### src/include/rv64_consts.svh
// reset PC, register count and bus width constants
`ifndef RV64_CONSTS_SVH
`define RV64_CONSTS_SVH

`define RV64_RESET_PC 32'h0000_0000  // first fetch address

`define RV64_XLEN     64             // data path width
`define RV64_NREGS    32             // architectural registers

`define RV64_ADDR_W   32             // wishbone byte address

`endif

### src/hdl/rv64_regfile.sv
// 32 x 64 register file, x0 tied to zero
`timescale 1ns/1ps
`include "rv64_consts.svh"

module rv64_regfile (
  input  logic                  i_clk,
  input  logic                  i_rst_n,
  input  logic [4:0]            i_ra,
  input  logic [4:0]            i_rb,
  input  logic [4:0]            i_rd,
  input  logic                  i_we,
  input  logic [`RV64_XLEN-1:0] i_wdata,
  output logic [`RV64_XLEN-1:0] o_rdata_a,
  output logic [`RV64_XLEN-1:0] o_rdata_b
);

  logic [`RV64_XLEN-1:0] regs [`RV64_NREGS];

  always_ff @(posedge i_clk) begin
    if (!i_rst_n) begin
      for (int i = 0; i < `RV64_NREGS; i++) regs[i] <= '0;
    end else if (i_we && (i_rd != 5'd0)) begin  // x0 never written
      regs[i_rd] <= i_wdata;
    end
  end

  assign o_rdata_a = regs[i_ra];
  assign o_rdata_b = regs[i_rb];

  a_x0_zero: assert property (@(posedge i_clk) disable iff (!i_rst_n)
    (i_ra == 5'd0) |-> (o_rdata_a == '0));

endmodule

### config.mk
export PLATFORM = sky130hd
export DESIGN_NAME = rv64_regfile
export DESIGN_NICKNAME = d
export VERILOG_FILES = /design/src/hdl/rv64_regfile.sv
export VERILOG_INCLUDE_DIRS = /design/src /design/src/include
export SDC_FILE = /design/constraint.sdc
export NUM_CORES = 2
export LEC_CHECK = 0
export BUFFER_PORTS_ARGS = -buffer_cell sky130_fd_sc_hd__buf_2
export CORE_MARGIN = 4
export CORE_UTILIZATION = 25
export CTS_BUF_LIST = sky130_fd_sc_hd__clkbuf_8 sky130_fd_sc_hd__clkbuf_16
export CTS_CLUSTER_DIAMETER = 30
export DETAILED_ROUTE_END_ITERATION = 10
export GPL_TIMING_DRIVEN = 1
export PLACE_DENSITY = 0.41
export SLEW_MARGIN = 25
export SYNTH_ARGS = -nofsm -noshare
export SYNTH_HDL_FRONTEND = slang
export SYNTH_SLANG_ARGS = --single-unit
### constraint.sdc
create_clock -name i_clk -period 6.4 [get_ports i_clk]
set_input_delay 0.32 -clock i_clk [delete_from_list [all_inputs] [get_ports i_clk]]
set_output_delay 0.32 -clock i_clk [all_outputs]
set_load 0.02 [all_outputs]
==> results_dict.tcl <==
set metrics [dict create \
    placed_cells 12400 \
    root_buffer "clkbuf_16" \
    core_mm2 0.424 \
    syn_avg_cell_area_um2 15.3 \
    crit_buf_inv 4 \
    clk_pin_slew_worst_paths_ns 0.04 \
    synthFlopType "edfxtp_1" \
    vdd_drop_max_mv 0.261 \
    crit_type "input port to output port" \
    cp-end-kind "output port" \
    cts_tree "yes" \
    ys_seq_area_share_pct 57.8 \
    ctsResizeCount 0 \
    drt_iter0_markers 9605 \
    gp_congestion 0.807 \
    antenna_found_initial 100 \
    setup_viol 0 \
    switching_share_pct 25.4 \
    drt_pre_antenna_iters 5 \
    rsz0062_at_grt "no" \
    vias_per_cell 5.35 \
    fin_setup_tns_ns 0 \
    required_ns 6.08 \
    cp_slowest_stage_delay_ns 1.01 \
    hpwl_um 280000 \
    drc 0 \
    clock_path_buffers 4 \
    worst_setup_path_start_kind "input port" \
    post_drt_wl_per_cell_um 38.6 \
    power_switching_mw 12.3 \
    rows 239 \
    initial_core_util_pct 25.1 \
    htree_levels 6 \
    cpLargestDelayFamily "simple AND/OR/NAND/NOR gates" \
    slew-limit-headroom_pct 21.6 \
    die_h_um 660 \
    share_comb_of_total_power_pct 9.0 \
    die_w_um 660 \
    grt_pass1_vias 73900 \
    power_frac_seq_pct 33.0 \
    final_nets 7484 \
    synthArstFlopShare_pct 0 \
    syn_to_final_growth_pct 27.0 \
    finalHoldViolCount 0 \
    ant_nets 1 \
    p_per_area_mw_per_mm2 358 \
    pre_cts_ws_ns 1.84 \
    fin_cells 13600 \
    finalCriticalPeriod_ns 4.48 \
    numCtsBuffers 589 \
    crit_fanout 21 \
    cts_setup_buffers 0 \
    crit_chain "buf_2 > nand2b_1 > nand2b_4 > buf_4 > o22ai_1 > nor4_1 > buf_4 > buf_2" \
    synthesis.area_mm2 0.106 \
    utilization_pct 31.9 \
    regMostFlops "regs" \
    syn-instance-count 6973 \
    p_int_mw 36.1 \
    grt-ovfl-total 0 \
    power_leakage_nw 47.1 \
    hold_class "input port to flop" \
    clkPwrFrac_pct 58.0 \
    final_cell_area_mm2 0.135 \
    grt_max_degree 98 \
    synth_cell_types 42 \
    grt_util_all_layers_pct 23.5 \
    synth_edf_count 2048 \
    p_total_mw 48.3 \
    outcome "finished with violations" \
    violations "antenna rules" \
    drive_gt1_share_pct 29.7 \
    via_count 72700 \
    drv_cap 0 \
    yosys_warnings 0 \
    arrival_ns 4.16 \
    critPathSlowestCell "nand2b_4" \
    clock-sinks 2048 \
    portBuffers 209 \
    maxSlewViolCount 0 \
    max_freq_mhz 223 \
    grt_pass1_wl_um 696000 \
    synth-seq-cells 2048 \
    largest_reg_flops 2048 \
    top_level_ports 210 \
    fin_ws_ns 1.92 \
    worst_hold_slack_ns 0.0930 \
    die_area_mm2 0.436 \
    final.period_utilization_pct 70.1 \
    tightest_slew_ns 1.17 \
    routed_wl_um 524000 \
    dpl-instance-area_mm2 0.115 \
    reg_top3 "regs: 2048 flops" \
]
==> synth_stat cells (2+ instances only) <==
cell type,count,area (µm²)
nor2b_1,46,288
and2_1,1991,12500
nor3_1,6,30.0
a22oi_1,196,1470
edfxtp_1,2048,61500
mux2_2,32,360
o21ai_0,36,180
a2111oi_0,13,114
nand2b_1,11,68.8
or3_1,4,25.0
or3b_1,2,17.5
buf_4,66,495
nand2_1,23,86.3
clkbuf_1,481,1810
nor2_1,52,195
nand4_1,27,169
nand3_1,48,240
mux4_2,869,19600
buf_1,15,56.3
buf_2,159,796
nor2_4,3,33.8
a21oi_1,41,205
mux2i_1,286,2860
a211oi_1,36,270
nor2_2,12,75.1
nor4_1,95,594
buf_6,20,225
o22ai_1,326,2040
clkbuf_2,2,10.0
or2_2,6,37.5
nand3b_1,5,37.5
a221oi_1,5,43.8
a31oi_1,2,12.5
==> path summary, 6_finish.rpt <==
path	endpoint	slack, ns	startpoint	cells past startpoint
max	o_rdata_a[7]	1.92	i_ra[3]	8
min	regs[1][60]$_SDFFCE_PN0P_	0.09	i_rst_n	2
==> logic make-up (layout without fill, tap and decap cells) <==
group	count (synthesis)	after routing	share of synthesized area (%)
AND/OR/NAND/NOR	2334	2334	13.5
flip-flops	2048	2048	57.8
other	1	120	0.00352
AO/OA/AOI/OAI	658	658	4.10
multiplexers	1187	1187	21.4
buffers and inverters	745	1581	3.19
==> repair_timing <==
item	in CTS	in global routing
endpoints found under the hold margin	1984	0
setup endpoints to repair	0	0
hold buffers	64	0
==> cells in the final DEF (no fill, tap or decap), drive strengths merged, types with 41 or more instances in the layout <==
cell | Yosys | routed
a21oi | 41 | 41
a22oi | 196 | 196
and2 | 1991 | 1991
buf | 260 | 454
bufinv | 0 | 58
clkbuf | 483 | 592
clkinv | 1 | 262
conb | 1 | 64
diode | 0 | 56
dlygate4sd3 | 0 | 64
edfxtp | 2048 | 2048
inv | 1 | 127
mux2i | 286 | 286
mux4 | 869 | 869
nand3 | 48 | 48
nor2 | 67 | 67
nor2b | 46 | 46
nor4 | 95 | 95
o22ai | 326 | 326
==> area by class of cell <==
cell class	count	area (µm²)
fill	41400	289000
sequential	2048	61500
multi-input combinational	4243	42700
clock buffer	592	14800
tap	5663	7090
timing repair buffer	518	4510
clock inverter	469	4350
antenna	56	140
inverter	2	12.5
==> power by group through the flow <==
stage	Sequential [mW]	Combinational, mW	Clock [mW]
finish	16.0	4.33	28.0
detailed placement	16.2	4.31	0
floorplan	16.1	2.35	0
CTS	16.0	4.37	28.3
global placement	16.1	4.31	0
global route	16.0	4.47	29.1
==> metal layers <==
layer,track usage [%],routed length [µm],vias up
met4,10.4,24500,18
met5,0,121,-
met2,39.3,252000,4523
met1,29.6,203000,38900
li1,-,-,28300
met3,4.43,44400,1011
No activity file was read; power rests on OpenSTA's default activity.
