===== src/include/rv64_consts.svh =====
// reset PC, register count and bus width constants
`ifndef RV64_CONSTS_SVH
`define RV64_CONSTS_SVH

`define RV64_RESET_PC 32'h0000_0000  // first fetch address

`define RV64_XLEN     64             // data path width
`define RV64_NREGS    32             // architectural registers

`define RV64_ADDR_W   32             // wishbone byte address

`endif


===== src/hdl/rv64_pkg.sv =====
// ALU operation, memory operation, branch kind and core state types
package rv64_pkg;

  typedef enum logic [4:0] {
    ALU_ADD     = 5'b00000,
    ALU_SLL     = 5'b00001,
    ALU_COPYIMM = 5'b00011,
    ALU_XOR     = 5'b00100,
    ALU_SRL     = 5'b00101,
    ALU_OR      = 5'b00110,
    ALU_AND     = 5'b00111,
    ALU_SUB     = 5'b01000,
    ALU_SLTU    = 5'b01010,
    ALU_SRA     = 5'b01101,
    ALU_MUL     = 5'b11100,  // signed, low 64 bits
    ALU_EBREAK  = 5'b11110,
    ALU_INVALID = 5'b11111
  } alu_op_e;

  typedef enum logic [2:0] {
    MEM_SB, MEM_UB, MEM_SH, MEM_UH, MEM_SW, MEM_UW, MEM_SD, MEM_NONE
  } mem_op_e;

  typedef enum logic [2:0] {
    BR_NONE = 3'd0,
    BR_JAL  = 3'd1,
    BR_JALR = 3'd2,
    BR_EQ   = 3'd4,
    BR_NE   = 3'd5,
    BR_LT   = 3'd6,  // also bltu
    BR_GE   = 3'd7   // also bgeu
  } branch_e;

  typedef enum logic [1:0] {
    ST_FETCH, ST_EXEC, ST_MEM, ST_HALT
  } core_state_e;

endpackage


===== src/hdl/rv64_mem_if.sv =====
// wishbone classic master: lane steering, byte select and load extension
`timescale 1ns/1ps
`include "rv64_consts.svh"

module rv64_mem_if (
  input  logic                    i_clk,
  input  logic                    i_rst_n,
  input  logic                    i_req,
  input  logic                    i_we,
  input  logic [`RV64_ADDR_W-1:0] i_addr,
  input  rv64_pkg::mem_op_e       i_mem_op,
  input  logic [`RV64_XLEN-1:0]   i_wdata,
  output logic                    o_done,
  output logic [`RV64_XLEN-1:0]   o_rdata,
  output logic                    o_wb_cyc,
  output logic                    o_wb_stb,
  output logic                    o_wb_we,
  output logic [`RV64_ADDR_W-1:0] o_wb_adr,
  output logic [7:0]              o_wb_sel,
  output logic [`RV64_XLEN-1:0]   o_wb_dat,
  input  logic [`RV64_XLEN-1:0]   i_wb_dat,
  input  logic                    i_wb_ack
);

  logic [2:0]            off;
  logic [`RV64_XLEN-1:0] lane;

  assign off      = i_addr[2:0];
  assign o_wb_cyc = i_req;
  assign o_wb_stb = i_req;
  assign o_wb_we  = i_req & i_we;
  assign o_wb_adr = {i_addr[`RV64_ADDR_W-1:3], 3'b000};  // doubleword aligned
  assign o_done   = i_wb_ack;
  assign lane     = i_wb_dat >> {off, 3'b000};

  always_comb begin
    case (i_mem_op)
      rv64_pkg::MEM_SB, rv64_pkg::MEM_UB: begin
        o_wb_sel = 8'b0000_0001 << off;
        o_wb_dat = {8{i_wdata[7:0]}};
      end
      rv64_pkg::MEM_SH, rv64_pkg::MEM_UH: begin
        o_wb_sel = 8'b0000_0011 << off;
        o_wb_dat = {4{i_wdata[15:0]}};
      end
      rv64_pkg::MEM_SW, rv64_pkg::MEM_UW: begin
        o_wb_sel = 8'b0000_1111 << off;
        o_wb_dat = {2{i_wdata[31:0]}};
      end
      rv64_pkg::MEM_SD: begin
        o_wb_sel = 8'hff;
        o_wb_dat = i_wdata;
      end
      default: begin
        o_wb_sel = 8'h00;
        o_wb_dat = i_wdata;
      end
    endcase
  end

  always_comb begin
    case (i_mem_op)
      rv64_pkg::MEM_SB: o_rdata = {{56{lane[7]}}, lane[7:0]};
      rv64_pkg::MEM_UB: o_rdata = {56'b0, lane[7:0]};
      rv64_pkg::MEM_SH: o_rdata = {{48{lane[15]}}, lane[15:0]};
      rv64_pkg::MEM_UH: o_rdata = {48'b0, lane[15:0]};
      rv64_pkg::MEM_SW: o_rdata = {{32{lane[31]}}, lane[31:0]};
      rv64_pkg::MEM_UW: o_rdata = {32'b0, lane[31:0]};  // fetch path
      default:          o_rdata = lane;
    endcase
  end

  a_stb_in_cyc: assert property (@(posedge i_clk) disable iff (!i_rst_n)
    o_wb_stb |-> o_wb_cyc);

  a_adr_hold: assert property (@(posedge i_clk) disable iff (!i_rst_n)
    (o_wb_cyc && !i_wb_ack) |=> (o_wb_cyc && $stable(o_wb_adr)));

endmodule


===== config.mk =====
export PLATFORM = sky130hd
export DESIGN_NAME = rv64_mem_if
export DESIGN_NICKNAME = d
export VERILOG_FILES = /design/src/hdl/rv64_pkg.sv /design/src/hdl/rv64_mem_if.sv
export VERILOG_INCLUDE_DIRS = /design/src /design/src/include
export SDC_FILE = /design/constraint.sdc
export NUM_CORES = 1
export LEC_CHECK = 0
export BUFFER_PORTS_ARGS = -buffer_cell sky130_fd_sc_hd__buf_2
export CAP_MARGIN = 20
export CELL_PAD_IN_SITES_DETAIL_PLACEMENT = 1
export CELL_PAD_IN_SITES_GLOBAL_PLACEMENT = 2
export CORE_ASPECT_RATIO = 1.1
export CORE_UTILIZATION = 19
export DETAILED_ROUTE_END_ITERATION = 12
export GPL_ROUTABILITY_DRIVEN = 0
export PLACE_DENSITY = 0.95
export SLEW_MARGIN = 15
export SYNTH_ARGS = -nofsm -noshare
export SYNTH_HDL_FRONTEND = slang
export SYNTH_SLANG_ARGS = --single-unit

===== constraint.sdc =====
create_clock -name vclk -period 2.7
set_clock_uncertainty 0.2 [all_clocks]
set_input_delay 0.54 -clock vclk [all_inputs]
set_output_delay 0.54 -clock vclk [all_outputs]
set_load 0.1 [all_outputs]

==> metrics, run 1 <==
WL per Instance around 28 µm; post-DP HPWL 19,200 µm; Synth cell types 54; Worst Setup Start Kind input pin; status finished with violations; fraction of the cycle the final worst path needs 108%; # IOs 340; Max VDD drop 0.244 mV; most common cell after layout, fill and taps aside buf_12; setup violators final 60; cell area after synthesis roughly 3800 µm²; critical path's largest stage delay 0.42 ns; drt pass-1 iters 4; total power 4000 µW; Leakage 0.00464 µW; final hold vios 0; Syn Area/Cell 7.86 µm²; row count 53; DIE WIDTH 136 µm; post-synth top area cell mux4_2; commonest non-fill, non-tap cells in the layout buf_12, buf_2, buf_4; share of cells above drive strength 1 79.4%; ANT nets after route 0; warning count from the yosys run 0; first-pass GRT wire length 40,700 µm; Min-Delay Startpoint i_wb_ack; worst hold-check slack 0.880 ns; Seq/Total Area, Yosys 0%; Port-buffer cells 275; Worst path slowest cell mux2i_1; dpl ws -0.386 ns; final instance area 10,300 µm²; RSZ-0062 raised after global routing yes; hold buffers post-CTS 0; gr usage total a little over a quarter; vias per cell 5.56; failing checks negative setup slack; initial antenna violation count 5; placed cell area 8810 µm²; Area Growth Syn to Fin 174%; die area about 20,000 µm²; PD cells 388 nW/µm²; Crit Path Class input pin to primary output; Synth top area share 16.1%; grt ovf 0; hold path depth 0; via count of the first global-routing pass 6,397; Seq Cell Count 0; Period minus WS final 2.93 ns; Slew HR approximately 66%; largest net degree at the start of global routing 23; Worst Path Arrival between 2 and 2.5 ns; worst setup margin -0.226 ns; max-cap check violation count 0; critical-path cell list buf_16 -> bufbuf_16 -> buf_6 -> mux2i_1 -> o2bb2ai_2 -> mux2i_2 -> o21ai_4 -> buf_12; Die H roughly 150 µm; worst-path maximum fanout 7; ranking of synthesized cells by area mux4_2, mux2i_1, buf_4; Worst-Margin Slew 0.509 ns; final net count around 1,000; clock buffers 0; Starting Density 19.6%; Syn Inst Count 479; Min-Delay Path Class input pin to primary output; DR iter-0 viols around 290; final WL 29,700 µm; Slew Limit Fails 0; register area 0 µm²; via count between 5k and 6k; Critical Path RT 1.96 ns; Hold Path End o_done; core area between 15,000 and 20,000 µm²; DRC violations left 0; Max Fclk 0.342 GHz; endpoint class of the critical path primary output
==> cell usage after synthesis (2+ instances only) <==
master     instances
a21o_1            17
a221o_1           17
a22o_1            16
a22oi_1           17
a2bb2oi_1          2
and3_1             2
buf_1              2
buf_2             20
buf_4             48
buf_6             14
clkbuf_1          17
ha_1               4
inv_1              2
mux2_2             9
mux2i_1           44
mux4_2            27
nand2_1           43
nand2b_1           7
nand3_1           15
nand3_2            2
nand4_1           25
nor2_1            27
nor2b_1           19
nor4_1             2
o2111ai_1          8
o211ai_1           3
o21ai_0           29
o21ai_1            5
o22a_1             2
o2bb2ai_1          7
o31ai_1            3
or2_2              2
==> layer usage <==
| metal | vias up | wire length, µm | GRT usage (%) |
|---|---|---|---|
| li1 | 2507 | - | - |
| met1 | 2980 | 10200 | 27.7 |
| met2 | 339 | 15500 | 50.1 |
| met3 | 127 | 2180 | 5.45 |
| met4 | 4 | 1830 | 11.9 |
| met5 | - | 27 | 0 |
==> power by group <==
part | total (µW) | internal, µW | switching (µW)
logic | 4000 | 1530 | 2470
registers | 0 | 0 | 0
clock network | 0.000149 | 0.000149 | 0
==> worst max-delay path, delay by kind of cell <==
kind	cells	cell delay [ns]
AO/OA/AOI/OAI	2	0.27
multiplexers	2	0.67
buffers and inverters	4	0.68
==> per-stage QoR <==
step | TNS [ns] | std cells | utilization, %
after floorplan | -21.03 | 481 | -
after global placement | -20.65 | 1023 | 45.8
after detailed placement | -26.88 | 1023 | 45.8
after CTS | -5.07 | 1061 | 52.2
after global routing | -10.72 | 1071 | 53.6
final | -8.15 | 1071 | 53.6
==> worst max-delay path by stage <==
stage / from / endpoint / slack, ns / cells after the start
after floorplan: i_addr[0] / o_rdata[30] / -0.93 / 7
after global placement: i_mem_op[1] / o_wb_dat[56] / -0.30 / 6
after detailed placement: i_mem_op[1] / o_wb_dat[58] / -0.39 / 6
after CTS: i_addr[1] / o_rdata[30] / -0.16 / 10
after global routing: i_addr[0] / o_rdata[10] / -0.27 / 8
final: i_addr[0] / o_rdata[10] / -0.23 / 8
==> cells by family (layout without fill, tap and decap cells) <==
family          count (synthesis)  after routing  share of synthesized area, %
other cells                     1              6                        0.0996
xor+xnor                        1              1                         0.233
compound gates                135            135                          27.3
fa+ha+maj                       4              4                          1.33
simple gates                  152            152                          20.7
mux                            81             81                          30.9
buf+inv                       105            445                          19.4
==> what timing repair did <==
action	4_1_cts	5_1_grt
cloned	15	3
pin swaps	52	31
gates resized for setup	139	46
endpoints found under the setup margin	121	92
setup buffers	23	8
==> layout make-up <==
cell class | instances | area (µm²)
Multi-Input combinational cell | 376 | 4540
Fill cell | 1937 | 8930
Tap cell | 247 | 309
Antenna cell | 3 | 7.51
Inverter | 2 | 10.0
Timing Repair Buffer | 443 | 5440
No activity file was read; power rests on OpenSTA's default activity.
==> inputs of run 2 (changes only) <==
- BUFFER_PORTS_ARGS: -buffer_cell sky130_fd_sc_hd__buf_2 -> -buffer_cell sky130_fd_sc_hd__buf_4
- CORE_UTILIZATION: 19 -> 17
- PLACE_DENSITY: 0.95 -> 0.91
- clock period: 2.7 -> 2.6 ns (I/O delays scaled with it)
==> run 2 against run 1 <==
Highest routed layer is now met4; largest power group unchanged; global-route usage is 2.3 points lower; utilization down 2.4 points; design area rose by 6.8%; count of clock-buffer cells in the layout stayed put; final cell count is 5.5% higher; first-iteration DRC count down 47%; via count fell by 1.2%; the flow still finishes with violations (negative setup slack).
==> metrics, run 2 (same netlist as run 1, synthesis figures left out) <==
endpoint class of the critical path primary output; Min-Delay Path Class input pin to primary output; hold path depth 0; final WL 30,200 µm; placed cell area 7730 µm²; Worst path slowest cell or2_4; most common cell after layout, fill and taps aside buf_4; sequential fraction of design power 0%; largest net degree at the start of global routing 32; Clk network pwr share 0%; Leakage around 0.0048 µW; die area 22,800 µm²; PD cells 388 nW/µm²; WL per Instance 26.7 µm; via count of the first global-routing pass 6,424; DIE WIDTH around 140 µm; dpl ws -0.488 ns; worst setup margin -0.259 ns; Critical Path RT around 1.9 ns; Pint 1680 µW; setup violators final 117; fraction of the cycle the final worst path needs 110%; Slew HR a little over half; critical-path cell list buf_8 -> buf_6 -> clkinvlp_4 -> buf_6 -> ha_4 -> buf_6 -> or2_4 -> buf_12 -> a22o_4 -> buf_12; Period minus WS final 2.86 ns; first-pass GRT wire length just over 40,000 µm; Worst Setup Start Kind input pin; Seq Cell Count 0; Die H 158 µm; switching part of the total 60.6%; drt pass-1 iters 4; final net count 1,014; final instance area 11,000 µm²; Area Growth Syn to Fin 192%; Port-buffer cells roughly 280; post-layout util 51.2%; Worst Path Arrival approximately 2.1 ns; gr usage total roughly a quarter; Starting Density 17.5%; failing checks negative setup slack; Crit Path Class input pin to primary output; commonest non-fill, non-tap cells in the layout buf_4, buf_12, nand2_1; row count 56; clock buffers 0; hold buffers post-CTS 0; register area 0 µm²; critical path's largest stage delay 0.28 ns; share of cells above drive strength 1 82.4%; via count 5,883; grt ovf 0; Max VDD drop between 0.2 and 0.25 mV; cell mode on critical path buf_6; DRC violations left 0; core area 21,500 µm²; Net Switching 2590 µW; Max Fclk 0.350 GHz; vias per cell around 5.2; initial antenna violation count 0; max-cap check violation count 0; Diodes inserted 0; status finished with violations; final hold vios 0; worst-path maximum fanout 8; Worst-Margin Slew between 0.7 and 0.8 ns; combinational share of power 100.0%; post-DP HPWL 18,500 µm; Slew Limit Fails 0; DR iter-0 viols 150; # IOs 340; ANT nets after route 0; RSZ-0062 raised after global routing yes
run 2: power by group through the flow:
stage | Combinational, µW | Clock [µW] | Sequential, µW
floorplan | 2660 | 0 | 0
global placement | 3230 | 0 | 0
detailed placement | 3260 | 0 | 0
CTS | 4020 | 0 | 0
global route | 4360 | 0 | 0
finish | 4270 | 0 | 0
run 2: area by class of cell:
class                           instances  area, µm²
Fill cell                            2193      10500
Timing Repair Buffer                  462       5890
Multi-Input combinational cell        376       4740
Tap cell                              290        363
Inverter                                2       11.3
run 2: worst paths after layout:
check        start      endpoint  slack (ns)
max    i_mem_op[1]  o_wb_dat[16]       -0.26
min       i_wb_ack        o_done        0.84
run 2: critical path, delay by kind of cell:
family	cells	cell delay (ns)
AND/OR/NAND/NOR	1	0.28
AO/OA/AOI/OAI	1	0.26
adder cells (fa/ha/maj)	1	0.17
buffers and inverters	7	0.90
run 2: layer usage:
layer / share of wire, % / GRT usage (%) / up-vias
met2: 55 / 49.0 / 291
met5: 0 / 0 / -
met1: 33 / 23.4 / 2956
li1: - / - / 2545
met3: 6.9 / 5.08 / 91
met4: 4.4 / 8.87 / 0
run 2: metrics by stage:
stage / power, µW / cells / TNS, ns / hold slack, ns
after global placement: 3230 / 1067 / -37.66 / 0.841
final: 4270 / 1130 / -19.11 / 0.840
after CTS: 4020 / 1112 / -15.84 / 0.841
after detailed placement: 3260 / 1067 / -41.95 / 0.841
after floorplan: 2660 / 481 / -24.40 / 1.05
after global routing: 4360 / 1130 / -24.79 / 0.840
run 2: what timing repair did:
item / 4_1_cts / 5_1_grt
gates cloned: 15 / 1
pin swaps: 53 / 69
resized for setup: 482 / 113
setup endpoints to repair: 127 / 126
setup buffers: 34 / 23
==> inputs of run 3 (changes only) <==
--- a/constraint.sdc
+++ b/constraint.sdc
@@ -4,2 +4,2 @@
 set_output_delay 0.52 -clock vclk [all_outputs]
-set_load 0.1 [all_outputs]
+set_load 0.02 [all_outputs]
==> run 3 against run 2 <==
Count of clock-buffer cells in the layout stayed put; highest routed layer unchanged; the flow still finishes with violations (negative setup slack); global-route usage decreased by 5.7 points; power is 57% lower; die area did not move; via count shrank 12%.
==> metrics, run 3 (same netlist as run 1, synthesis figures left out) <==
placed cells 1,026; Worst setup startpoint i_addr[0]; Critical Path RT between 1.5 and 2 ns; Die H 158 µm; row count 56; via count 5,154; post-layout util 34.7%; total power 1830 µW; Worst Path Arrival 1.96 ns; Diodes inserted 0; gr usage total a little under a fifth; grt ovf 0; final net count 931; PD cells roughly 250 nW/µm²; initial antenna violation count 0; ANT nets after route 0; Seq Cell Count 0; Worst path slowest cell bufbuf_16; worst-path maximum fanout 16; max-cap check violation count 0; vias per cell 4.92; drt pass-1 iters 4; Crit Path Class input pin to primary output; hold buffers post-CTS 0; Port-buffer cells 275; status finished with violations; worst setup margin -0.0819 ns; Worst Setup Start Kind input pin; DR iter-0 viols between 150 and 200; # IOs 340; Slew Limit Fails 0; via count of the first global-routing pass ~5.3k; register area 0 µm²; CP delay by family, top buffers and inverters; Finished Layout Cells 1,047; critical-path cell list buf_16 -> mux2i_4 -> o22ai_4 -> o21ai_4 -> bufbuf_16 -> nand4_1 -> buf_6; WL per Instance approximately 22 µm; setup violators final 46; fraction of the cycle the final worst path needs 103%; core area 21,500 µm²; share of cells above drive strength 1 65.4%; die area 22,800 µm²; commonest non-fill, non-tap cells in the layout buf_4, buf_6, nand2_1; setup tns final -1.75 ns; DRC violations left 0; Min-Delay Path Class input pin to primary output; Min-Delay Startpoint i_wb_ack; endpoint class of the critical path primary output; Max VDD drop 0.105 mV; Area Growth Syn to Fin 98.0%; clock buffers 0; Starting Density 17.5%; Hold Path End o_done; Leakage 0.00366 µW; post-DP HPWL 17,100 µm; dpl ws -0.226 ns; WP buf/inv 3; Max Fclk roughly 0.37 GHz; critical path's largest stage delay around 0.35 ns; Period minus WS final around 2.7 ns; hold path depth 0; final hold vios 0; first-pass GRT wire length around 32,000 µm; final WL ~23,000 µm; RSZ-0062 raised after global routing yes; most common cell after layout, fill and taps aside buf_4; failing checks negative setup slack; DIE WIDTH 144 µm; largest net degree at the start of global routing 26
-- run 3: worst max-delay path by stage --
stage	end	cells past startpoint
6_report	o_rdata[37]	7
5_1_grt	o_rdata[43]	9
4_1_cts	o_rdata[30]	8
3_5_place_dp	o_rdata[54]	7
3_3_place_gp	o_rdata[55]	7
2_1_floorplan	o_rdata[14]	7
-- run 3: final cells by class --
class	instances	area, µm²
multi-input combinational	376	3550
fill	2501	14100
inverter	2	7.51
tap	290	363
timing repair buffer	379	3540
-- run 3: repair_timing --
item | in CTS | in global routing
pin swaps | 7 | 22
cloned | 10 | 4
setup buffers | 5 | 4
resized for setup | 120 | 66
endpoints found under the setup margin | 101 | 99
-- run 3: per-stage QoR --
stage                     cell area (µm²)  hold slack [ns]
after floorplan                      3780            0.953
after global placement               6250            0.840
after detailed placement             6250            0.840
after CTS                            7080            0.840
after global routing                 7460            0.840
final                                7460            0.840
-- run 3: power by group --
part	switching (µW)	total [µW]	internal, µW
Combinational	922	1830	909
Clock	0	0	0
Sequential	0	0	0
Total	922	1830	909
-- run 3: metal layers --
layer | global-route usage (%) | vias to the layer above | part of all wire (%)
met5 | 0 | - | 0
met4 | 4.71 | 0 | 2.5
met3 | 2.57 | 42 | 6.3
met2 | 35.2 | 205 | 52
met1 | 21.3 | 2533 | 39
li1 | - | 2374 | -
