===== config.mk =====
export PLATFORM = sky130hd
export DESIGN_NAME = rv64_idu
export DESIGN_NICKNAME = d
export VERILOG_FILES = /design/src/hdl/rv64_pkg.sv /design/src/hdl/rv64_idu.sv
export VERILOG_INCLUDE_DIRS = /design/src /design/src/include
export SDC_FILE = /design/constraint.sdc
export NUM_CORES = 1
export LEC_CHECK = 0
export BUFFER_PORTS_ARGS = -buffer_cell sky130_fd_sc_hd__buf_2
export CAP_MARGIN = 20
export CORE_UTILIZATION = 40
export DETAILED_ROUTE_END_ITERATION = 8
export PLACE_DENSITY = 0.82
export SLEW_MARGIN = 10
export SYNTH_ARGS = -nofsm -noshare
export SYNTH_HDL_FRONTEND = slang
export SYNTH_SLANG_ARGS = --single-unit

===== constraint.sdc =====
create_clock -name vclk -period 2.2
set_input_delay 0.33 -clock vclk [all_inputs]
set_output_delay 0.33 -clock vclk [all_outputs]
set_load 0.05 [all_outputs]

===== src/include/rv64_consts.svh =====
// reset PC, register count and bus width constants
`ifndef RV64_CONSTS_SVH
`define RV64_CONSTS_SVH

`define RV64_RESET_PC 32'h0000_0000  // first fetch address

`define RV64_XLEN     64             // data path width
`define RV64_NREGS    32             // architectural registers

`define RV64_ADDR_W   32             // wishbone byte address

`endif


===== src/hdl/rv64_pkg.sv =====
// ALU operation, memory operation, branch kind and core state types
package rv64_pkg;

  typedef enum logic [4:0] {
    ALU_ADD     = 5'b00000,
    ALU_SLL     = 5'b00001,
    ALU_COPYIMM = 5'b00011,
    ALU_XOR     = 5'b00100,
    ALU_SRL     = 5'b00101,
    ALU_OR      = 5'b00110,
    ALU_AND     = 5'b00111,
    ALU_SUB     = 5'b01000,
    ALU_SLTU    = 5'b01010,
    ALU_SRA     = 5'b01101,
    ALU_MUL     = 5'b11100,  // signed, low 64 bits
    ALU_EBREAK  = 5'b11110,
    ALU_INVALID = 5'b11111
  } alu_op_e;

  typedef enum logic [2:0] {
    MEM_SB, MEM_UB, MEM_SH, MEM_UH, MEM_SW, MEM_UW, MEM_SD, MEM_NONE
  } mem_op_e;

  typedef enum logic [2:0] {
    BR_NONE = 3'd0,
    BR_JAL  = 3'd1,
    BR_JALR = 3'd2,
    BR_EQ   = 3'd4,
    BR_NE   = 3'd5,
    BR_LT   = 3'd6,  // also bltu
    BR_GE   = 3'd7   // also bgeu
  } branch_e;

  typedef enum logic [1:0] {
    ST_FETCH, ST_EXEC, ST_MEM, ST_HALT
  } core_state_e;

endpackage


===== src/hdl/rv64_idu.sv =====
// instruction decoder: immediate, register indices and control signals
`timescale 1ns/1ps
`include "rv64_consts.svh"

module rv64_idu (
  input  logic [31:0]                i_inst,
  output logic [`RV64_XLEN-1:0]      o_imm,
  output logic [4:0]                 o_ra,
  output logic [4:0]                 o_rb,
  output logic [4:0]                 o_rd,
  output rv64_pkg::branch_e          o_branch,
  output logic                       o_br_unsigned,
  output logic                       o_alu_a_pc,
  output logic [1:0]                 o_alu_b_src,
  output rv64_pkg::alu_op_e          o_alu_op,
  output logic                       o_word_cut,
  output logic                       o_reg_wr,
  output logic                       o_mem_to_reg,
  output logic                       o_mem_wr,
  output rv64_pkg::mem_op_e          o_mem_op,
  output logic                       o_illegal
);

  logic [6:0] opcode;
  logic [2:0] funct3;
  logic [6:0] funct7;
  logic [5:0] inst_type;

  assign opcode = i_inst[6:0];
  assign funct3 = i_inst[14:12];
  assign funct7 = i_inst[31:25];
  assign o_ra   = i_inst[19:15];
  assign o_rb   = i_inst[24:20];
  assign o_rd   = i_inst[11:7];

  logic op_load, op_store, op_imm, op_immw, op_reg, op_regw, op_br;
  assign op_load  = (opcode == 7'b0000011);
  assign op_store = (opcode == 7'b0100011);
  assign op_imm   = (opcode == 7'b0010011);
  assign op_immw  = (opcode == 7'b0011011);
  assign op_reg   = (opcode == 7'b0110011);
  assign op_regw  = (opcode == 7'b0111011);
  assign op_br    = (opcode == 7'b1100011);

  logic inst_lui, inst_auipc, inst_jal, inst_jalr, inst_ebreak;
  assign inst_lui    = (opcode == 7'b0110111);
  assign inst_auipc  = (opcode == 7'b0010111);
  assign inst_jal    = (opcode == 7'b1101111);
  assign inst_jalr   = (opcode == 7'b1100111) & (funct3 == 3'b000);
  assign inst_ebreak = (i_inst == 32'h0010_0073);

  logic inst_beq, inst_bne, inst_blt, inst_bge, inst_bltu, inst_bgeu;
  assign inst_beq  = op_br & (funct3 == 3'b000);
  assign inst_bne  = op_br & (funct3 == 3'b001);
  assign inst_blt  = op_br & (funct3 == 3'b100);
  assign inst_bge  = op_br & (funct3 == 3'b101);
  assign inst_bltu = op_br & (funct3 == 3'b110);
  assign inst_bgeu = op_br & (funct3 == 3'b111);

  logic inst_lh, inst_lhu, inst_lw, inst_lbu, inst_ld;
  logic inst_sb, inst_sh, inst_sw, inst_sd;
  assign inst_lh  = op_load & (funct3 == 3'b001);
  assign inst_lhu = op_load & (funct3 == 3'b101);
  assign inst_lw  = op_load & (funct3 == 3'b010);
  assign inst_lbu = op_load & (funct3 == 3'b100);
  assign inst_ld  = op_load & (funct3 == 3'b011);
  assign inst_sb  = op_store & (funct3 == 3'b000);
  assign inst_sh  = op_store & (funct3 == 3'b001);
  assign inst_sw  = op_store & (funct3 == 3'b010);
  assign inst_sd  = op_store & (funct3 == 3'b011);

  logic inst_addi, inst_sltiu, inst_xori, inst_andi;
  logic inst_slli, inst_srli, inst_srai, inst_addiw;
  assign inst_addi  = op_imm & (funct3 == 3'b000);
  assign inst_sltiu = op_imm & (funct3 == 3'b011);
  assign inst_xori  = op_imm & (funct3 == 3'b100);
  assign inst_andi  = op_imm & (funct3 == 3'b111);
  assign inst_slli  = op_imm & (funct3 == 3'b001) & (funct7[6:1] == 6'b000000);
  assign inst_srli  = op_imm & (funct3 == 3'b101) & (funct7[6:1] == 6'b000000);
  assign inst_srai  = op_imm & (funct3 == 3'b101) & (funct7[6:1] == 6'b010000);
  assign inst_addiw = op_immw & (funct3 == 3'b000);

  logic inst_add, inst_sub, inst_or, inst_mul;
  logic inst_addw, inst_subw, inst_sllw, inst_mulw;
  assign inst_add  = op_reg & (funct3 == 3'b000) & (funct7 == 7'b0000000);
  assign inst_sub  = op_reg & (funct3 == 3'b000) & (funct7 == 7'b0100000);
  assign inst_or   = op_reg & (funct3 == 3'b110) & (funct7 == 7'b0000000);
  assign inst_mul  = op_reg & (funct3 == 3'b000) & (funct7 == 7'b0000001);
  assign inst_addw = op_regw & (funct3 == 3'b000) & (funct7 == 7'b0000000);
  assign inst_subw = op_regw & (funct3 == 3'b000) & (funct7 == 7'b0100000);
  assign inst_sllw = op_regw & (funct3 == 3'b001) & (funct7 == 7'b0000000);
  assign inst_mulw = op_regw & (funct3 == 3'b000) & (funct7 == 7'b0000001);

  logic inst_load, inst_store, type_r, type_i, type_u, type_s, type_b, type_j;
  assign inst_load  = |{inst_lh, inst_lhu, inst_lw, inst_lbu, inst_ld};
  assign inst_store = |{inst_sb, inst_sh, inst_sw, inst_sd};
  assign type_r = |{inst_add, inst_sub, inst_or, inst_mul,
                    inst_addw, inst_subw, inst_sllw, inst_mulw};
  assign type_i = |{inst_jalr, inst_load, inst_addi, inst_sltiu, inst_xori, inst_andi,
                    inst_slli, inst_srli, inst_srai, inst_addiw, inst_ebreak};
  assign type_u = inst_lui | inst_auipc;
  assign type_s = inst_store;
  assign type_b = |{inst_beq, inst_bne, inst_blt, inst_bge, inst_bltu, inst_bgeu};
  assign type_j = inst_jal;
  assign inst_type = {type_r, type_i, type_u, type_s, type_b, type_j};

  always_comb begin
    if (type_u)      o_imm = {{32{i_inst[31]}}, i_inst[31:12], 12'b0};
    else if (type_s) o_imm = {{52{i_inst[31]}}, i_inst[31:25], i_inst[11:7]};
    else if (type_b) o_imm = {{52{i_inst[31]}}, i_inst[7], i_inst[30:25], i_inst[11:8], 1'b0};
    else if (type_j) o_imm = {{44{i_inst[31]}}, i_inst[19:12], i_inst[20], i_inst[30:21], 1'b0};
    else             o_imm = {{52{i_inst[31]}}, i_inst[31:20]};  // I type and default
  end

  assign o_illegal     = ~|inst_type;
  assign o_word_cut    = |{inst_addiw, inst_addw, inst_subw, inst_sllw, inst_mulw};
  assign o_reg_wr      = |{type_r, type_i, type_u, type_j};
  assign o_mem_to_reg  = inst_load;
  assign o_mem_wr      = type_s;
  assign o_alu_a_pc    = |{inst_jal, inst_auipc, inst_jalr};
  assign o_alu_b_src   = {inst_jal | inst_jalr, (type_i | type_u | type_s) & ~inst_jalr};
  assign o_br_unsigned = inst_bltu | inst_bgeu;

  always_comb begin
    if (inst_sb)       o_mem_op = rv64_pkg::MEM_SB;
    else if (inst_lbu) o_mem_op = rv64_pkg::MEM_UB;
    else if (inst_lh | inst_sh) o_mem_op = rv64_pkg::MEM_SH;
    else if (inst_lhu) o_mem_op = rv64_pkg::MEM_UH;
    else if (inst_lw | inst_sw) o_mem_op = rv64_pkg::MEM_SW;
    else if (inst_ld | inst_sd) o_mem_op = rv64_pkg::MEM_SD;
    else               o_mem_op = rv64_pkg::MEM_NONE;
  end

  always_comb begin
    if (inst_lui) o_alu_op = rv64_pkg::ALU_COPYIMM;
    else if (|{inst_auipc, inst_jal, inst_jalr, inst_addi, inst_add,
               inst_load, inst_store, inst_addiw, inst_addw})
      o_alu_op = rv64_pkg::ALU_ADD;
    else if (type_b | inst_sub | inst_subw) o_alu_op = rv64_pkg::ALU_SUB;
    else if (inst_sltiu)              o_alu_op = rv64_pkg::ALU_SLTU;
    else if (inst_xori)               o_alu_op = rv64_pkg::ALU_XOR;
    else if (inst_andi)               o_alu_op = rv64_pkg::ALU_AND;
    else if (inst_or)                 o_alu_op = rv64_pkg::ALU_OR;
    else if (inst_slli | inst_sllw)   o_alu_op = rv64_pkg::ALU_SLL;
    else if (inst_srli)               o_alu_op = rv64_pkg::ALU_SRL;
    else if (inst_srai)               o_alu_op = rv64_pkg::ALU_SRA;
    else if (inst_mul | inst_mulw)    o_alu_op = rv64_pkg::ALU_MUL;
    else if (inst_ebreak)             o_alu_op = rv64_pkg::ALU_EBREAK;
    else                              o_alu_op = rv64_pkg::ALU_INVALID;
  end

  always_comb begin
    if (inst_jal)               o_branch = rv64_pkg::BR_JAL;
    else if (inst_jalr)         o_branch = rv64_pkg::BR_JALR;
    else if (inst_beq)          o_branch = rv64_pkg::BR_EQ;
    else if (inst_bne)          o_branch = rv64_pkg::BR_NE;
    else if (inst_blt | inst_bltu) o_branch = rv64_pkg::BR_LT;
    else if (inst_bge | inst_bgeu) o_branch = rv64_pkg::BR_GE;
    else                        o_branch = rv64_pkg::BR_NONE;
  end

  // overlapping groups would pick the wrong immediate
  a_one_group: assert property (@(i_inst) $onehot0(inst_type));

endmodule


==> run metrics, run 1 <==
status=finished, violations left; failing checks=negative setup slack; Setup crit end kind=output port; total number of vias=2743; final setup violation count=31; YS warnings=0; part of the power in registers=0; routed len/inst=22.50 um; Hold Buf Count CTS=0; endpoints failing hold=0; most frequent cells in the layout=buf_2, buf_4, buf_6; min-delay worst type=primary input to output port; worst slew pin tran=0.4795 ns; Hold Slack=0.9805 ns; fin. max-slew vios=0; synthesized cell area=0.001493 mm2; DRC=0; global-route wire length before repair=10290 um; Placed Cells incl. Taps=417; io pins=131; Starting Density=0.4337; Gate Count Post-Synth=219; initial antenna violation count=0; CP startpoint=i_inst[4]; met1 Use GR=0.4156; post-route insts no fill=437; GRT busiest layer=met2; slowest cell on the critical path=a311o_2; Critical Path Source Type=primary input; crit path to=o_alu_op[3]; Synth Area per Inst=6.816 um2; Worst Path Required=1.87 ns; Total GRT Usage=0.3179; Hold Startpoint=i_inst[16]; largest net degree at the start of global routing=37; post-synth net total=251; combinational power share=1.000; RePlAce Congestion=0.9719; CP max FO=5; minimum clock period=2.415 ns; Ant. Diodes=0; Switching Share=0.6859; clock power share=0; nets@finish=425; Row Count=21; critical path type=primary input to output port; area of the die=0.003980 mm2; Routed WL=9831 um; # port buffers=131; P&R area growth vs syn=114.2%; dpl hpwl=5027 um; Yosys cell types=54; CP arrival=2.08 ns; Internal Power=243.6 uW; Reg area=0 um2; DRT antenna net count=0; slew margin rel.=0.6792; RSZ-0062 raised after global routing=yes; f_max=414.1 MHz; Sw Pwr=532.0 uW; crit-path cells=buf_8 -> nor2b_4 -> buf_4 -> nand2_1 -> a21oi_1 -> a311o_2 -> buf_12 -> a311oi_4 -> buf_6; met3 usage=0.01812; num sequential=0; P per Cell Area=242.5 mW/mm2; Global Route met2 Usage=0.5766; initial DRC count=286; VDD IR-drop max=281.8 uV; Pwr Total=775.5 uW; via/cell ratio=6.277; core area=0.003442 mm2; Die W=63.09 um; layout cell share with drive strength beyond 1=0.7647; DRT Pass-1 Iters=5; Max Cap Violations=0; Leak Pwr=1.646 nW; Post-Place Cell Area=0.002550 mm2; vias in the first global route=2094; period utilisation layout=1.098; Critical Path Max Stage Delay=0.42 ns; Die Y=63.09 um; final instance area=0.003198 mm2; post-synthesis sequential area ratio=0; final setup margin=-0.2147 ns; total congestion overflow=0; clkbuf count=0
## worst max-delay path, delay by kind of cell
kind | cells | cell delay, ns
AO/OA/AOI/OAI | 3 | 0.81
buffers and inverters | 4 | 0.63
AND/OR/NAND/NOR | 2 | 0.32
## timing repair
action / in CTS / in global routing
endpoints found under the setup margin: 35 / 35
setup buffers: 9 / 13
gates resized for setup: 74 / 54
pin swaps: 16 / 15
## worst min path at each step
stage,slack [ns],depth (start not counted),to
4_1_cts,0.97,2,o_ra[2]
6_report,0.98,2,o_ra[1]
2_1_floorplan,0.83,1,o_imm[31]
5_1_grt,0.99,2,o_ra[1]
3_3_place_gp,0.97,2,o_ra[2]
3_5_place_dp,0.97,2,o_ra[1]
## stage by stage
stage	TNS (ns)	utilization	worst slack [ns]
final	-1.686	0.9291	-0.2147
after global routing	-3.602	0.9291	-0.3831
after global placement	-2.791	0.7408	-0.2546
after CTS	-0.3699	0.8357	-0.08417
after floorplan	-1.418	-	-0.2319
after detailed placement	-2.797	0.7408	-0.1937
## cell type report
class,instances,area (um2)
repair buffers,232,1667
inverters,6,30.03
multi-input cells,153,1444
fillers,130,244.0
well taps,46,57.56
## cell usage after synthesis (2+ instances only)
master | count | area, um2
buf_4 | 48 | 360.4
nand2_1 | 17 | 63.81
nor3_1 | 16 | 80.08
nor2_1 | 14 | 52.55
a21o_1 | 13 | 97.59
o21ai_0 | 11 | 55.05
nand3_1 | 9 | 45.04
nor2b_1 | 9 | 56.30
clkbuf_1 | 7 | 26.28
a21oi_1 | 6 | 30.03
mux2i_1 | 5 | 50.05
inv_1 | 4 | 15.01
nor4_1 | 4 | 25.02
buf_2 | 3 | 15.01
a211o_1 | 2 | 17.52
a211oi_1 | 2 | 15.01
and3b_1 | 2 | 17.52
buf_6 | 2 | 22.52
inv_2 | 2 | 7.510
nand3b_1 | 2 | 15.01
nand4_1 | 2 | 12.51
nor4_2 | 2 | 25.02
nor4b_1 | 2 | 17.52
nor4bb_1 | 2 | 20.02
o211ai_1 | 2 | 15.01
or3_4 | 2 | 22.52
or4_1 | 2 | 15.01
## metal layers
metal	part of all wire	routed length [um]
met5	0	0
met4	0.078	765
met3	0.11	1077
met2	0.48	4718
met1	0.33	3271
## power by group through the flow
stage | clock network [mW] | registers [mW] | logic [mW]
after global placement | 0 | 0 | 0.639
after global routing | 0 | 0 | 0.790
after detailed placement | 0 | 0 | 0.643
after CTS | 0 | 0 | 0.688
after floorplan | 0 | 0 | 0.491
final | 0 | 0 | 0.776
## logic make-up after synthesis
logic type / count (synthesis) / synth area share
buf+inv: 66 / 0.2992
simple gates: 97 / 0.3990
mux: 5 / 0.03353
compound gates: 50 / 0.2624
xor+xnor: 1 / 0.005869
Power figures use the tool's default switching activity.
==> run 2, diff against run 1 <==
--- a/config.mk
+++ b/config.mk
@@ -8,9 +8,10 @@
 export LEC_CHECK = 0
 export BUFFER_PORTS_ARGS = -buffer_cell sky130_fd_sc_hd__buf_2
 export CAP_MARGIN = 20
+export CORE_MARGIN = 5
 export CORE_UTILIZATION = 40
 export DETAILED_ROUTE_END_ITERATION = 8
-export PLACE_DENSITY = 0.82
+export PLACE_DENSITY_LB_ADDON = 0.08
 export SLEW_MARGIN = 10
 export SYNTH_ARGS = -nofsm -noshare
 export SYNTH_HDL_FRONTEND = slang
==> run metrics, run 2 (synthesis gave the netlist of run 1 again) <==
io pins=131 (unchanged); Row Count=22 (+4.8%); layout cell share with drive strength beyond 1=0.7605 (-0.004180); P per Cell Area=237.6 mW/mm2 (-2.0%); DRT antenna net count=0 (unchanged); initial DRC count=167 (-42%); CP max FO=5 (unchanged); routed len/inst=16.93 um (-25%); final instance area=0.003102 mm2 (-3.0%); total number of vias=2324 (-15%); Multi-input gate area=0.001426 mm2 (-1.2%); Setup crit end kind=output port; failing checks=negative setup slack; Ant. Diodes=0 (unchanged); Sw Pwr=498.4 uW (-6.3%); part of the power in registers=0 (unchanged); P&R area growth vs syn=107.8%; # port buffers=131 (unchanged); area of the die=0.005053 mm2 (+27%); Layout Utilization=0.8537 (-0.07547); Leak Pwr=1.572 nW (-4.5%); critical path type=primary input to output port; final setup violation count=12 (-61%); Reg area=0 um2 (unchanged); f_max=425.4 MHz (+2.7%); Switching Share=0.6764 (-0.009550); global-route wire length before repair=10150 um (-1.3%); final setup margin=-0.1506 ns (+0.06406 ns); Max Cap Violations=0 (unchanged); num sequential=0 (unchanged); largest net degree at the start of global routing=37 (unchanged); via/cell ratio=5.430 (-13%); Die W=71.09 um (+13%); VDD IR-drop max=340.0 uV (+21%); worst slew pin tran=0.4532 ns (-0.02628 ns); Pwr Total=736.9 uW (-5.0%); minimum clock period=2.351 ns (-0.06406 ns); core area=0.003633 mm2 (+5.6%); RSZ-0062 raised after global routing=yes; Die Y=71.09 um (+13%); DRT Pass-1 Iters=4 (-1); most frequent cells in the layout=buf_2, buf_4, buf_6; fin. max-slew vios=0 (unchanged); RePlAce Congestion=0.9501 (-2.2%); CP arrival=2.02 ns (-0.06 ns); dpl hpwl=5279 um (+5.0%); min-delay worst type=primary input to output port; DRC=0 (unchanged); Critical Path Source Type=primary input; endpoints failing hold=0 (unchanged); Routed WL=7246 um (-26%); Post-Place Cell Area=0.002560 mm2 (+0.39%); clock power share=0 (unchanged); Total GRT Usage=0.2382 (-0.07973); slew margin rel.=0.6965 (+0.01734); total congestion overflow=0 (unchanged); Filler cells=212 (+63%); Internal Power=238.5 uW (-2.1%); combinational power share=1.000 (about the same); nets@finish=414 (-2.6%); clkbuf count=0 (unchanged); period utilisation layout=1.068 (-0.02912); vias in the first global route=2098 (+0.19%); Worst Path Required=1.87 ns (about the same); status=finished, violations left; Starting Density=0.4108 (-0.02285); commonest non-fill, non-tap cell in the layout=buf_2; initial antenna violation count=0 (unchanged)
[run 2: changes by cell type in the layout (fill, tap and decap cells not counted), sizes merged]
cell	change
buf	-11
[run 2: stage by stage]
step	setup TNS, ns	hold WS [ns]	worst slack (ns)	cells
after global routing	-1.204	0.9970	-0.1700	428
final	-0.7317	0.9909	-0.1506	428
after global placement	-3.116	0.9707	-0.2111	415
after CTS	-0.3968	0.9706	-0.1177	421
after floorplan	-1.418	0.8271	-0.2319	219
after detailed placement	-4.238	0.9706	-0.2387	415
[run 2: critical path: stages]
cell	delay [ns]
buf_8	0.10
buf_6	0.10
nand3b_1	0.23
a211oi_4	0.06
a31o_4	0.22
a311o_2	0.42
a311oi_4	0.33
buf_6	0.20
[run 2: path summary, 6_finish.rpt]
path | slack [ns] | cells past startpoint | end | start
setup / recovery | -0.15 | 8 | o_alu_op[3] | i_inst[6]
hold / removal | 0.99 | 2 | o_ra[3] | i_inst[18]
[run 2: metal layers]
metal  vias up  routed length [um]  part of all wire  track usage
met5         -                   0                 0            0
met4         0                 158             0.022      0.02923
met3        15                 615             0.085      0.02415
met2       138                3698              0.51       0.4398
met1      1094                2773              0.38       0.3040
li1       1077                   -                 -            -
[run 2: cell type report]
type,instances,share of cell area
multi-input cells,153,0.4599
well taps,48,0.01936
repair buffers,221,0.5111
inverters,6,0.009681
[run 2: repair_timing]
item                       in CTS  in global routing
buffers inserted                7                  8
hold buffers                    0                  0
resized for setup              72                 48
setup endpoints to repair      34                 23
pin swaps                      12                 12
[run 2: power groups by stage]
stage / clock network, mW / logic (mW) / registers, mW
3_5_place_dp: 0 / 0.648 / 0
6_report: 0 / 0.737 / 0
3_3_place_gp: 0 / 0.644 / 0
2_1_floorplan: 0 / 0.491 / 0
5_1_grt: 0 / 0.766 / 0
4_1_cts: 0 / 0.693 / 0
==> run 3, diff against run 2 <==
--- a/config.mk
+++ b/config.mk
@@ -6,9 +6,8 @@
 export SDC_FILE = /design/constraint.sdc
 export NUM_CORES = 1
 export LEC_CHECK = 0
-export BUFFER_PORTS_ARGS = -buffer_cell sky130_fd_sc_hd__buf_2
-export CAP_MARGIN = 20
-export CORE_MARGIN = 5
+export BUFFER_PORTS_ARGS = -buffer_cell sky130_fd_sc_hd__clkbuf_2
+export CORE_MARGIN = 3
 export CORE_UTILIZATION = 40
 export DETAILED_ROUTE_END_ITERATION = 8
 export PLACE_DENSITY_LB_ADDON = 0.08
==> run metrics, run 3 (synthesis gave the netlist of run 1 again) <==
status=finished, violations left; failing checks=negative setup slack; Filler cells=208 (-1.9%); RSZ-0062 raised after global routing=yes; total congestion overflow=0 (unchanged); Internal Power=230.3 uW (-3.5%); area of the die=0.004500 mm2 (-11%); vias in the first global route=2031 (-3.2%); CP max FO=5 (unchanged); core area=0.003468 mm2 (-4.5%); Die W=67.09 um (-5.6%); P per Cell Area=241.1 mW/mm2 (+1.5%); slew margin rel.=0.6945 (-0.002020); Hold Slack=0.9887 ns (-0.002150 ns); Critical Path Max Stage Delay=0.45 ns (+0.03 ns); crit-path cells=buf_8 -> buf_6 -> nand3b_1 -> or3_4 -> o31ai_4 -> buf_6 -> mux2i_1 -> nor2_2 -> buf_8; io pins=131 (unchanged); critical path type=primary input to output port; Sw Pwr=496.3 uW (-0.44%); clock power share=0 (unchanged); # port buffers=131 (unchanged); largest net degree at the start of global routing=37 (unchanged); TNS Setup=-1.170 ns (-0.4385 ns); clkbuf count=0 (unchanged); Row Count=21 (-4.5%); initial DRC count=122 (-27%); fin. max-slew vios=0 (unchanged); Starting Density=0.4304 (+0.01956); Max Cap Violations=0 (unchanged); minimum clock period=2.316 ns (-0.03510 ns); part of the power in registers=0 (unchanged); Routed WL=6949 um (-4.1%); dpl hpwl=5117 um (-3.1%); Hold Buf Count CTS=0 (unchanged); Switching Share=0.6831 (+0.006690); combinational power share=1.000 (about the same); DRT antenna net count=0 (unchanged); num sequential=0 (unchanged); RePlAce Congestion=0.9969 (+4.9%); Die Y=67.09 um (-5.6%); final instance area=0.003013 mm2 (-2.9%); Layout Utilization=0.8687 (+0.01504); DRC=0 (unchanged); P&R area growth vs syn=101.8%; period utilisation layout=1.053 (-0.01595); Critical Path Source Type=primary input; Reg area=0 um2 (unchanged); via/cell ratio=5.321 (-2.0%); final setup margin=-0.1155 ns (+0.03510 ns); total number of vias=2224 (-4.3%); global-route wire length before repair=9729 um (-4.1%); min-delay worst type=primary input to output port; layout cell share with drive strength beyond 1=0.7446 (-0.01590); nets@finish=406 (-1.9%); Total GRT Usage=0.2793 (+0.04113); commonest non-fill, non-tap cell in the layout=clkbuf_2; most frequent cells in the layout=clkbuf_2, buf_4, nand2_1; endpoints failing hold=0 (unchanged); final setup violation count=30 (+18); Setup crit end kind=output port; f_max=431.9 MHz (+1.5%); Ant. Diodes=0 (unchanged); Worst Path Required=1.87 ns (about the same); initial antenna violation count=0 (unchanged); DRT Pass-1 Iters=4 (unchanged); routed len/inst=16.62 um (-1.8%); Post-Place Cell Area=0.002567 mm2 (+0.29%); Leak Pwr=1.539 nW (-2.1%); VDD IR-drop max=218.6 uV (-36%); CP arrival=1.99 ns (-0.03 ns); slowest cell on the critical path=or3_4; worst slew pin tran=0.4519 ns (-0.001286 ns)
## run 3: metal layers
metal  track usage  routed length (um)  vias up
met5             0                   0        -
met4       0.06582                 244        0
met3       0.04047                 672       24
met2        0.5202                3488      147
met1        0.3290                2543      985
li1              -                   -     1068
## run 3: timing repair
| action | CTS | global route |
|---|---|---|
| setup endpoints to repair | 35 | 36 |
| pin swaps | 8 | 12 |
| resized for setup | 52 | 46 |
| cloned | 0 | 0 |
| buffers inserted | 5 | 3 |
## run 3: power by group through the flow
stage / Sequential (mW) / Combinational [mW] / Clock [mW]
2_1_floorplan: 0 / 0.491 / 0
3_3_place_gp: 0 / 0.648 / 0
3_5_place_dp: 0 / 0.651 / 0
4_1_cts: 0 / 0.692 / 0
5_1_grt: 0 / 0.756 / 0
6_report: 0 / 0.727 / 0
## run 3: cell type report
type / instances / area [um2] / area share
repair buffers: 213 / 1555 / 0.5162
inverters: 6 / 30.03 / 0.009967
well taps: 46 / 57.56 / 0.01910
multi-input cells: 153 / 1370 / 0.4547
## run 3: critical path, delay by kind of cell
kind / cells / cell delay (ns)
compound gates: 1 / 0.09
buf+inv: 4 / 0.53
mux: 1 / 0.25
simple gates: 3 / 0.78
## run 3: path summary, 6_finish.rpt
| check | startpoint | cells past startpoint | slack [ns] | to |
|---|---|---|---|---|
| min | i_inst[9] | 2 | 0.99 | o_rd[2] |
| max | i_inst[4] | 9 | -0.12 | o_imm[4] |
## run 3: through the flow
stage                     total power [mW]  cells  setup slack (ns)
after global placement              0.6477    410           -0.3338
after floorplan                     0.4911    219           -0.2319
final                               0.7265    418           -0.1155
after global routing                0.7562    418           -0.1964
after detailed placement            0.6513    410           -0.2832
after CTS                           0.6920    415           -0.1187
